$ cat config.mk
export PLATFORM = sky130hd
export DESIGN_NAME = host_rx_credit
export DESIGN_NICKNAME = d
export VERILOG_FILES = /design/src/verilog/host_link_pkg.sv /design/src/verilog/host_rx_credit.sv
export SDC_FILE = /design/constraint.sdc
export NUM_CORES = 1
export LEC_CHECK = 0
export ABC_AREA = 1
export BUFFER_PORTS_ARGS = -buffer_cell sky130_fd_sc_hd__buf_2
export CAP_MARGIN = 20
export CORE_MARGIN = 2
export CORE_UTILIZATION = 55
export CTS_CLUSTER_SIZE = 30
export DETAILED_ROUTE_END_ITERATION = 16
export HOLD_SLACK_MARGIN = 0.08
export PLACE_DENSITY = 0.82
export SLEW_MARGIN = 25
export SYNTH_ARGS = -nofsm -noshare
export SYNTH_HDL_FRONTEND = slang
export SYNTH_SLANG_ARGS = --single-unit
export TNS_END_PERCENT = 30
$ cat constraint.sdc
create_clock -name clk -period 2.8 [get_ports clk]
set_clock_uncertainty 0.05 [all_clocks]
set_input_delay 0.14 -clock clk [delete_from_list [all_inputs] [get_ports clk]]
set_output_delay 0.14 -clock clk [all_outputs]
set_load 0.01 [all_outputs]
$ cat src/verilog/host_link_pkg.sv
`default_nettype none

package host_link_pkg;

    parameter int HOST_W      = 32;
    parameter int HDR_LAYER_W = 4;
    parameter int HDR_BASE_W  = 18;
    parameter int HDR_COUNT_W = 8;

    typedef enum logic [1:0] {
        LOAD_FM     = 2'd0,
        LOAD_WEIGHT = 2'd1,
        LOAD_BIAS   = 2'd2
    } cmd_kind_t;

    typedef struct packed {
        cmd_kind_t              kind;
        logic [HDR_LAYER_W-1:0] layer;
        logic [HDR_BASE_W-1:0]  base;   // first RAM address of the command
        logic [HDR_COUNT_W-1:0] count;  // payload words that follow
    } hdr_view_t;

    typedef struct packed {
        logic [HOST_W/2-1:0] hi;
        logic [HOST_W/2-1:0] lo;        // sent first within a weight row
    } data_view_t;

    // one host word, header or payload depending on stream position
    typedef union packed {
        hdr_view_t  hdr;
        data_view_t data;
    } host_word_u;

endpackage

`default_nettype wire

$ cat src/verilog/host_rx_credit.sv
`timescale 1ns/1ps
`default_nettype none

module host_rx_credit #(
    parameter int CREDITS = 4
) (
    input  wire                        clk,
    input  wire                        pcieRst,
    input  wire                        host_valid,
    input  wire host_link_pkg::host_word_u host_word,
    input  wire                        out_ready,
    output logic                       out_valid,
    output host_link_pkg::host_word_u  out_word,
    output logic                       credit_return
);
    import host_link_pkg::*;

    localparam int PTR_W = (CREDITS > 1) ? $clog2(CREDITS) : 1;

    host_word_u       mem [0:CREDITS-1];
    logic [PTR_W-1:0] rd_ptr;
    logic [PTR_W-1:0] wr_ptr;
    logic [PTR_W:0]   fill;
    logic             push;
    logic             pop;

    assign push      = host_valid && (fill != (PTR_W+1)'(CREDITS)); // host holds a credit anyway
    assign out_valid = (fill != '0);
    assign pop       = out_valid && out_ready;
    assign out_word  = mem[rd_ptr];

    always_ff @(posedge clk) begin
        if (push) begin
            mem[wr_ptr] <= host_word;
        end
    end

    always_ff @(posedge clk or posedge pcieRst) begin
        if (pcieRst) begin
            rd_ptr        <= '0;
            wr_ptr        <= '0;
            fill          <= '0;
            credit_return <= 1'b0;
        end else begin
            credit_return <= pop;   // one credit back per popped word
            if (push) begin
                wr_ptr <= (wr_ptr == PTR_W'(CREDITS - 1)) ? '0 : wr_ptr + 1'b1;
            end
            if (pop) begin
                rd_ptr <= (rd_ptr == PTR_W'(CREDITS - 1)) ? '0 : rd_ptr + 1'b1;
            end
            case ({push, pop})
                2'b10:   fill <= fill + 1'b1;
                2'b01:   fill <= fill - 1'b1;
                default: fill <= fill;
            endcase
        end
    end

endmodule

`default_nettype wire

# Word level (Yosys, flattened, before mapping)

Memory sizes are Yosys's and may differ from the RTL's.
Cells that the tools add are included.

Memory bits (writable): 128
Register bits: 8
Memories: 1
Bits of input ports: 36
Output and inout bits: 34

Memory list:

| name | words | width | read ports | clocked after Yosys merged registers in | wr ports | line                 | source |
|---|---|---|---|---|---|---|---|
| mem  | 4     | 32    | 1          | 0                                       | 1        | host_rx_credit.sv:20 | `host_word_u mem [0:CREDITS-1];` |

Eq/ne operators: 5
Reduce and logical (&&, ||, !) cells: 4
Mux-type cells: 5
$add $sub $neg: 4

Operators with widths:

| operator            | count |
|---|---|
| $eq 2x2->1 const B  | 3 |
| $pmux 3 s2          | 1 |
| $add 2x1->2 const B | 2 |
| $mux 2              | 2 |
| $add 3x1->3 const B | 1 |
| $ne 3x3->1 const B  | 1 |
| $reduce_bool 3->1   | 1 |
| $sub 3x1->3 const B | 1 |
| $eq 2x1->1 const B  | 1 |
| $logic_and 1x1->1   | 2 |
| $mux 1              | 2 |
| $reduce_bool 2->1   | 1 |

# Longest topological paths before layout

Word-level depth: 4
Gate-level depth with buffers: 12
Gate-level depth less buffers: 12

# Least setup slack after synthesis

Ideal clock, no wire load.

Path kind: register to register
From: reg fill[0]
To: mem mem[0][0] (netlist bit), enable pin
Stages on the path, launching flop included: 5
Setup time: 0.421 ns
Data arrival time: 2.036 ns
Slack: 0.292 ns
Buffers on the path: 0
Path through: dfrtp_1 -> inv_1 -> nand3_1 -> nand2_1 -> nor2_1

Word-level cells in the longest chain between the ends: 4

RTL lines:

| what                         | line                 | source |
|---|---|---|
| start: declaration           | host_rx_credit.sv:23 | `logic [PTR_W:0] fill;` |
| start signal: assignment     | host_rx_credit.sv:53 | `2'b10: fill <= fill + 1'b1;` |
| start signal: assignment     | host_rx_credit.sv:54 | `2'b01: fill <= fill - 1'b1;` |
| start signal: assignment     | host_rx_credit.sv:55 | `default: fill <= fill;` |
| $ne 3x3->1                   | host_rx_credit.sv:27 | `assign push = host_valid && (fill != (PTR_W+1)'(CREDITS));` |
| $logic_and 1x1->1            | host_rx_credit.sv:27 |  |
| $mux 1                       | host_rx_credit.sv:33 | `if (push) begin` |
| $mux 1 (not written as such) | host_rx_credit.sv:34 | `mem[wr_ptr] <= host_word;` |
| end: declaration             | host_rx_credit.sv:20 |  |

Every way passes these cells.

==> out/metrics.yaml <==
final.period_utilization: 0.850
die_area_sq_um: 10900
grt_max_degree: 85
fill_cells: 638
grt_pass1_wl_um: 18600
vdd_drop_max_mv: 0.571
post_cts.repair.setup_buffers: 0
top_level_ports: 70
synthTopCellsByArea: "edfxtp_1, o211ai_1, nand2_1, inv_1, dfrtp_1"
yosys_register_bits: 136
wire_per_inst_um: 16.5
worst-setup-path-type: "flip-flop to primary output"
worstPathRequired_ns: 2.61
first_pass_iters: 5
place_ws_ns: 0.634
synth.cell_area_sq_um: 5520
p_sw_w: 0.00250
antenna_found_initial: 0
met1_usage: 0.268
globalplace.congestion: 0.781
cp_max_fo: 84
cts_tree: "built"
p_clk_frac: 0.291
dieWidth_um: 104
core_sq_um: 9770
min_from: "host_word[6]"
setup_viol: 0
hpwl_um: 6790
cts_resized: 0
post-route-drc-count: 0
track_usage: 0.225
hold_slack_ns: 0.325
ant_nets: 0
drt_iter0_markers: 348
io_buffers: 69
drv_slew: 0
power_frac_comb: 0.309
start_kind: "flip-flop"
via_per_inst: 5.18
rsz0062_at_grt: "false"
outcome: "complete, no violations"
max_freq_ghz: 0.420
hp-class: "input port to flip-flop"
fin_ws_ns: 0.421
vias: 3592
switching_share: 0.344
clkTransAtPathRegs_ns: 0.06
cts-root-buf: "clkbuf_8"
placed_area_sq_um: 6040
synth_area_per_cell_sq_um: 12.7
clkLatencyLatePin_ns: 0.52
synth_warnings: 0
clock_sinks: 136
reg2reg_from: "fill[1]"
cp_data_arrival_time_ns: 2.19
fin_area_sq_um: 6970
crit_start: "rd_ptr[0]"
initial_core_util: 0.565
met2_usage: 0.387
htree_levels: 4
cts.path.max_buffers: 2
synth.net_count: 477
numCtsBuffers: 17
synth.distinct_cells: 17
overflow: 0
synth_top_area_cell: "edfxtp_1"
grt-busiest-layer: "met2"
drive_gt1_frac: 0.207
finalHoldViolCount: 0
synth-seq-area-share: 0.732
pwr-share-seq: 0.400
finalCriticalPeriod_ns: 2.38
synth_top_cell_area_share: 0.696
internal_power_w: 0.00477
fp.dieH_um: 104
critPathCaptureType: "primary output"
max_slew.worst_pin.slew_ns: 0.679
holdBufCountCts: 36
power_density_nw_per_um2: 1040
nets: 590
tns_ns: 0
p_leak_nw: 2.87
netlist_instances: 434
syn_to_final_growth_pct: 26.2
relSlewSlack: 0.547
placed_cells: 625
fin_cells: 693
grt_util_met3: 0.0633
cap_violations: 0
rows: 36
routed_wl_um: 11400
num_antenna_cells: 0
grt_pass1_vias: 3744
[synth_stat cells]
cell      instances
clkbuf_1          1
nor2_1            6
dfrtp_1           8
o211ai_1         64
nand3_1           7
buf_1             1
inv_1            78
edfxtp_1        128
nand4_1           1
buf_2            15
buf_4             4
nand2_1         111
fa_1              1
xnor2_1           1
o21ai_0           1
inv_2             1
ha_1              6
[worst paths after layout]
check / end / slack, ns / depth (start not counted)
min: mem[1][6] / 0.33 / 2
max reg2reg: fill[2] / 0.50 / 10
max: out_word[31] / 0.42 / 5
min reg2reg: fill[0] / 0.42 / 1
max in group asynchronous: rd_ptr[0] / 1.80 / 4
min in group asynchronous: fill[1] / 0.61 / 4
[through the flow]
stage | util | total power (W)
2_1_floorplan | - | 0.00433
3_3_place_gp | 0.618 | 0.00501
3_5_place_dp | 0.618 | 0.00512
4_1_cts | 0.713 | 0.00731
5_1_grt | 0.713 | 0.00768
6_report | 0.713 | 0.00726
[critical path, cell delays in order, from the launching register on]
cell      delay [ns]
dfrtp_4         0.73
buf_12          0.35
nand2_1         0.18
o211ai_1        0.12
nand2_1         0.08
buf_2           0.14
[cells by family after synthesis]
| logic type | after synthesis | share of synthesized area |
|---|---|---|
| XOR/XNOR | 1 | 0.00159 |
| flip-flops | 136 | 0.732 |
| AND/OR/NAND/NOR | 125 | 0.0870 |
| AO/OA/AOI/OAI | 65 | 0.0879 |
| adder cells (fa/ha/maj) | 7 | 0.0172 |
| buffers and inverters | 100 | 0.0741 |
[metal layers]
metal	part of all wire	vias to the layer above
met5	0	-
met4	0.021	0
met3	0.058	25
met2	0.52	126
met1	0.40	1721
li1	-	1720
[area by class of cell]
| class | count | area (sq um) | area share |
|---|---|---|---|
| well taps | 133 | 166 | 0.0239 |
| clock inverters | 14 | 149 | 0.0214 |
| multi-input cells | 198 | 1100 | 0.158 |
| clock buffers | 18 | 418 | 0.0600 |
| inverters | 79 | 297 | 0.0425 |
| repair buffers | 115 | 793 | 0.114 |
| flip-flops and latches | 136 | 4050 | 0.581 |
[state kept, by name (all words and copies together), names as in the netlist]
name,flops
mem,128
fill,3
wr_ptr,2
credit_return,1
rd_ptr,2
[power groups by stage]
| stage | Clock (W) | Combinational (W) | Sequential [W] |
|---|---|---|---|
| 2_1_floorplan | 0 | 0.00151 | 0.00282 |
| 3_3_place_gp | 0 | 0.00210 | 0.00291 |
| 3_5_place_dp | 0 | 0.00219 | 0.00294 |
| 4_1_cts | 0.00214 | 0.00226 | 0.00290 |
| 5_1_grt | 0.00224 | 0.00249 | 0.00294 |
| 6_report | 0.00212 | 0.00224 | 0.00290 |
[cells in the final DEF, fill, tap and decap left out]
cell and count:
buf_12 1, buf_2 69, buf_4 9, bufinv_16 2
clkbuf_1 1, clkbuf_16 16, clkbuf_8 1, clkinv_2 4
clkinv_4 4, clkinvlp_4 1, dfrtp_1 7, dfrtp_4 1
dlygate4sd3_1 36, edfxtp_1 128, fa_1 1, ha_1 6
inv_1 78, inv_2 1, inv_6 3, nand2_1 111
nand3_1 7, nand4_1 1, nor2_1 2, nor2_4 4
o211ai_1 64, o21ai_0 1, xnor2_1 1
No activity file was read; power rests on OpenSTA's default activity.
