===== src/verilog/host_link_pkg.sv =====
`default_nettype none

package host_link_pkg;

    parameter int HOST_W      = 32;
    parameter int HDR_LAYER_W = 4;
    parameter int HDR_BASE_W  = 18;
    parameter int HDR_COUNT_W = 8;

    typedef enum logic [1:0] {
        LOAD_FM     = 2'd0,
        LOAD_WEIGHT = 2'd1,
        LOAD_BIAS   = 2'd2
    } cmd_kind_t;

    typedef struct packed {
        cmd_kind_t              kind;
        logic [HDR_LAYER_W-1:0] layer;
        logic [HDR_BASE_W-1:0]  base;   // first RAM address of the command
        logic [HDR_COUNT_W-1:0] count;  // payload words that follow
    } hdr_view_t;

    typedef struct packed {
        logic [HOST_W/2-1:0] hi;
        logic [HOST_W/2-1:0] lo;        // sent first within a weight row
    } data_view_t;

    // one host word, header or payload depending on stream position
    typedef union packed {
        hdr_view_t  hdr;
        data_view_t data;
    } host_word_u;

endpackage

`default_nettype wire


===== src/verilog/net_shape_pkg.sv =====
`default_nettype none

package net_shape_pkg;

    // layer codes keep the accelerator's numbering, pool and fc slots unused here
    typedef enum logic [3:0] {
        IDLE  = 4'd0,
        CONV1 = 4'd1,
        CONV2 = 4'd3,
        CONV3 = 4'd5,
        CONV4 = 4'd6,
        CONV5 = 4'd7
    } layer_id_t;

    parameter int MAX_MATRIX    = 121;              // 11x11 kernel of conv1
    parameter int VALUE_W       = 16;               // fixed point value
    parameter int WEIGHT_ROW_W  = MAX_MATRIX * VALUE_W;
    parameter int FM_ADDR_W     = 18;
    parameter int WEIGHT_ADDR_W = 10;
    parameter int BIAS_ADDR_W   = 9;

    // values per kernel matrix
    function automatic logic [6:0] matrix_size(input layer_id_t layer);
        case (layer)
            CONV1:               return 7'd121;
            CONV2:               return 7'd25;
            CONV3, CONV4, CONV5: return 7'd9;
            default:             return 7'd0;
        endcase
    endfunction

endpackage

`default_nettype wire


===== src/verilog/cmd_decoder.sv =====
`timescale 1ns/1ps
`default_nettype none

module cmd_decoder (
    input  wire                                  clk,
    input  wire                                  pcieRst,
    input  wire                                  in_valid,
    input  wire host_link_pkg::host_word_u       in_word,
    input  wire                                  out_ready,
    output logic                                 in_ready,
    output logic                                 out_valid,
    output host_link_pkg::cmd_kind_t             out_kind,
    output net_shape_pkg::layer_id_t             out_layer,
    output logic [net_shape_pkg::FM_ADDR_W-1:0]  out_base,
    output logic [host_link_pkg::HOST_W-1:0]     out_data,
    output logic                                 out_last
);
    import host_link_pkg::*;
    import net_shape_pkg::*;

    logic [HDR_COUNT_W-1:0] remain;     // zero means a header is due
    cmd_kind_t              cur_kind;
    layer_id_t              cur_layer;
    logic [FM_ADDR_W-1:0]   cur_base;
    logic                   take;

    assign in_ready = out_ready;
    assign take     = in_valid && in_ready;

    always_ff @(posedge clk or posedge pcieRst) begin
        if (pcieRst) begin
            remain    <= '0;
            out_valid <= 1'b0;
        end else if (out_ready) begin
            out_valid <= in_valid && (remain != '0);  // headers make no item
            if (take) begin
                remain <= (remain == '0) ? in_word.hdr.count : remain - 1'b1;
            end
        end
    end

    // command fields latched from the header, copied onto every payload word
    always_ff @(posedge clk) begin
        if (take) begin
            if (remain == '0) begin
                cur_kind  <= in_word.hdr.kind;
                cur_layer <= layer_id_t'(in_word.hdr.layer);
                cur_base  <= in_word.hdr.base;
            end else begin
                out_kind  <= cur_kind;
                out_layer <= cur_layer;
                out_base  <= cur_base;
                out_data  <= {in_word.data.hi, in_word.data.lo};
                out_last  <= (remain == HDR_COUNT_W'(1));
            end
        end
    end

endmodule

`default_nettype wire


===== config.mk =====
export PLATFORM = sky130hd
export DESIGN_NAME = cmd_decoder
export DESIGN_NICKNAME = d
export VERILOG_FILES = /design/src/verilog/host_link_pkg.sv /design/src/verilog/net_shape_pkg.sv /design/src/verilog/cmd_decoder.sv
export SDC_FILE = /design/constraint.sdc
export NUM_CORES = 1
export LEC_CHECK = 0
export BUFFER_PORTS_ARGS = -buffer_cell sky130_fd_sc_hd__buf_4
export CAP_MARGIN = 5
export CORE_UTILIZATION = 25
export CTS_CLUSTER_SIZE = 14
export DETAILED_ROUTE_END_ITERATION = 10
export GPL_ROUTABILITY_DRIVEN = 0
export GPL_TIMING_DRIVEN = 0
export PLACE_DENSITY_LB_ADDON = 0.3
export SLEW_MARGIN = 20
export SYNTH_ARGS = -nofsm -noshare
export SYNTH_HDL_FRONTEND = slang
export SYNTH_SLANG_ARGS = --single-unit

===== constraint.sdc =====
create_clock -name clk -period 4.35 [get_ports clk]
set_input_delay 0.435 -clock clk [delete_from_list [all_inputs] [get_ports clk]]
set_output_delay 0.435 -clock clk [all_outputs]
set_load 0.02 [all_outputs]

Word-level counts from Yosys, hierarchy flattened
Cells that the tools add are included.
{"block": "word_totals", "out_inout_bits": 59, "ff_bits": 90, "inputBits": 36, "wordCells": 21}
{"block": "classes", "n_bitwise": 1, "muxes": 1, "add_sub_neg": 1, "eq_ne": 1, "n_reduce_logical": 7}
{"cell": "$eq 8x1->1 const B", "n": 1}
{"cell": "$logic_not 8->1", "n": 1}
{"cell": "$mux 8", "n": 1}
{"cell": "$reduce_bool 8->1", "n": 1}
{"cell": "$sub 8x1->8 const B", "n": 1}
{"cell": "$reduce_and 2->1", "n": 3}
{"cell": "$logic_and 1x1->1", "n": 2}
{"cell": "$not 1->1", "n": 1}

Longest topological paths before layout
{"block": "logic_depth", "ltp_word": 3, "ltp_mapped": 6, "mapped_depth_nobuf": 5}

Worst setup path before layout
OpenSTA, ideal clock, no wires.
{"block": "synth_path", "path_kind": "register -> register", "start": "reg remain[0]", "end": "reg out_base[0] (netlist bit) (enable)", "n_path_buf": 1, "synth_period_minus_slack_ps": 4067, "arrival_time_ps": 3593, "t_required_ps": 3877, "path_slack_ps": 283, "setup_time_ps": 473, "stages_incl_launch_ff": 7, "cell_sequence": "dfrtp_1 > inv_1 > ha_1 > nor4b_4 > and2_1 > buf_6 > nor2_1"}
{"block": "synth_between", "elab_chain_len": 3}
{"item": "start: declaration", "line": "cmd_decoder.sv:21", "source": "logic [HDR_COUNT_W-1:0] remain;"}
{"item": "start signal: assignment", "line": "cmd_decoder.sv:37", "source": "remain <= (remain == '0) ? in_word.hdr.count : remain - 1'b1;"}
{"item": "$logic_not 8->1", "line": "cmd_decoder.sv:45", "source": "if (remain == '0) begin"}
{"item": "$not 1->1 (no line)"}
{"item": "$reduce_and 2->1 (no line)"}
{"item": "end signal: assignment", "line": "cmd_decoder.sv:52", "source": "out_base <= cur_base;"}
{"item": "end: declaration", "line": "cmd_decoder.sv:14", "source": "output logic [net_shape_pkg::FM_ADDR_W-1:0] out_base,"}
Every way passes these cells.
A chain may end at the register's enable or synchronous reset.

Worst setup path in the final report
{"block": "layout_path", "start": "reg remain[0]", "end": "reg out_data[19] (netlist bit) (enable)"}
{"block": "layout_between", "elab_chain_len": 3}
{"item": "$logic_not 8->1", "line": "cmd_decoder.sv:45"}
{"item": "$not 1->1 (no line)"}
{"item": "$reduce_and 2->1 (no line)"}
{"item": "end signal: assignment", "line": "cmd_decoder.sv:53", "source": "out_data <= {in_word.data.hi, in_word.data.lo};"}
{"item": "end: declaration", "line": "cmd_decoder.sv:15", "source": "output logic [host_link_pkg::HOST_W-1:0] out_data,"}
Every way passes these cells.

==> reports/summary.txt <==
Global-route wire length before repair -> 9220 um
Post-cts hold buffer count -> 0
CTS tree -> built
Nets -> 302
Io pins -> 95
Pwr Total -> 0.00210 W
Relative slew slack -> 36.1%
RSZ-0062 raised after global routing -> false
Initial core utilization -> 25.8%
Seq cells post-synth -> 90
Final WS setup -> 1.75 ns
Tightest Pin Transition -> 0.953 ns
Post-place setup slack -> 1.73 ns
Core Rows -> 40
Core Region -> 12100 um^2
Die footprint -> 13000 um^2
Worst EP required -> 4.39 ns
Top-area cell type share of the netlist area -> 77.8%
Synthesized area -> 3130 um^2
Skew final -> 0.00775 ns
Die width -> 114 um
Seq. cell area -> 2660 um^2
Pre-antenna DRT Iters -> 4
Max H-tree Level -> 3
Share of cells above drive strength 1 -> 45.7%
Final min period -> 2.60 ns
Yosys top cell by area -> edfxtp_1
Initial antenna violation count -> 0
Hold Crit Class -> primary input to async pin
Vias post-DR -> 1761
Crit start category -> register
CP Class -> register to register
Maximum clock frequency -> 385 MHz
Dpl hpwl -> 4310 um
Most frequent cells in the layout -> buf_4, edfxtp_1, clkbuf_16, dfrtp_1, nor2_1
Vert. Die Dim -> 114 um
TritonCTS Sinks -> 90
Synth area leaders -> edfxtp_1, dfrtp_1, ha_1
Crit-path max FO -> 18
Total grt overflow -> 0
Tot GR Track Use -> 9.75%
Inserted Diodes -> 0
FILL cells -> 1165
Cells after Synth -> 155
Port Buffer Count -> 94
Outcome -> finished, final reports clean
Register area share after synthesis -> 85.0%
Data arrival, critical path -> 2.64 ns
Clk_lat worst skew -> 0.33 ns
Mean routed wirelength per cell -> 14.2 um
Clock Path Buffers -> 2
Routed wire length -> 6200 um
Leakage -> 1.68 nW
Largest net degree at the start of global routing -> 25
Post-CTS Setup Inserts -> 0
Max-Cap Viols -> 0
Crit. End Element -> register
Clock buffer count from CTS -> 9
Post-CTS sizing -> 0
P&R area growth vs syn -> 40.3%
Starting DRT DRC Count -> 89
Commonest non-fill, non-tap cell in the layout -> buf_4
Final setup viols -> 0
Final Hold Vio Count -> 0
Post-synthesis cell type count -> 34
Power per cell area -> 478 nW/um^2
Post-DRT Antenna Nets -> 0
Mean number of vias per cell -> 4.05
Peak VDD IR -> 0.133 mV
Total number of yosys warnings -> 0
Slew Limit Fails -> 0
# DRC -> 0
Root Buffer -> clkbuf_16
Syn nets -> 194
Clock transition at path regs -> 0.06 ns
Area of the multi-input gates -> 423 um^2
Final worst-path cycle share -> 59.7%
Vias in the first global route -> 1691
Syn_area_per_cell -> 20.2 um^2
Post-layout util -> 36.2%
## flip-flops by register name, summed over array words and instances (netlist names)
name	cells
out_data	32
out_kind	2
out_last	1
cur_base	18
out_valid	1
cur_layer	4
cur_kind	2
out_layer	4
remain	8
out_base	18
## logic make-up after synthesis
family                   share of synthesized area (%)
buffers and inverters                             1.72
AO/OA/AOI/OAI                                     5.48
adder cells (fa/ha/maj)                           1.20
AND/OR/NAND/NOR                                   6.60
flip-flops                                        85.0
## worst max-delay path, cell delays in order (launching register included)
cell and delay, ns:
dfrtp_1 0.49, inv_1 0.13, ha_1 0.27, nor4b_4 0.18, and2_1 0.18, buf_6 0.13
nor2_4 0.35, buf_8 0.23, buf_16 0.17, buf_16 0.16
## synthesized netlist by cell type
master and number:
a211oi_1 3, a21o_2 1, a21oi_1 5, a221oi_2 2, a22oi_1 1, a311o_1 1, a31oi_1 3, a41o_1 1
and2_1 2, and3_1 2, and3_2 1, and4_1 3, buf_2 1, buf_4 2, buf_6 1, dfrtp_1 9
edfxtp_1 81, ha_1 3, inv_1 6, nand2_1 1, nand2b_1 1, nand3_1 1, nand4_1 1, nand4_4 1
nand4b_1 2, nor2_1 8, nor2b_1 1, nor3_1 4, nor3b_1 1, nor4b_4 1, o21ai_0 1, o22ai_1 1
o311a_1 2, o31ai_1 1
## where the power goes
group	switching, W	leakage, nW	internal (W)
Sequential	0.0000539	0.861	0.00101
Combinational	0.000188	0.694	0.000145
Clock	0.000315	0.130	0.000386
## per-stage QoR
step	TNS (ns)	area, um^2	instances	hold WS [ns]
finish	0	4390	435	0.0885
CTS	0	4390	435	0.0959
floorplan	0	3130	155	0.263
global route	0	4390	435	0.110
detailed placement	0	4120	420	0.405
global placement	-56.40	4040	417	0.400
## path summary, 6_finish.rpt
| path | start | endpoint | slack, ns | cells after the start |
|---|---|---|---|---|
| max | remain[0] | out_data[19] | 1.75 | 9 |
| min | pcieRst | remain[3] | 0.09 | 2 |
| max reg2reg | remain[0] | out_data[19] | 1.75 | 9 |
| min reg2reg | cur_base[2] | out_base[2] | 0.42 | 0 |
| max in group asynchronous | pcieRst | remain[7] | 3.97 | 2 |
| min in group clk | in_word[29] | cur_layer[3] | 0.29 | 1 |
## layer usage
metal | vias up | track usage (%) | part of all wire, %
li1 | 833 | - | -
met1 | 850 | 11.9 | 44
met2 | 70 | 15.5 | 48
met3 | 8 | 3.83 | 6.7
met4 | 0 | 3.90 | 1.3
met5 | - | 0 | 0
## cell type report
| type | instances | share of cell area, % |
|---|---|---|
| Clock inverter | 6 | 0.969 |
| Clock buffer | 9 | 5.13 |
| Tap cell | 168 | 4.79 |
| Sequential cell | 90 | 60.6 |
| Inverter | 6 | 0.513 |
| Buffer | 4 | 0.713 |
| Timing Repair Buffer | 97 | 17.7 |
| Multi-Input combinational cell | 55 | 9.64 |
Power figures use the tool's default switching activity.
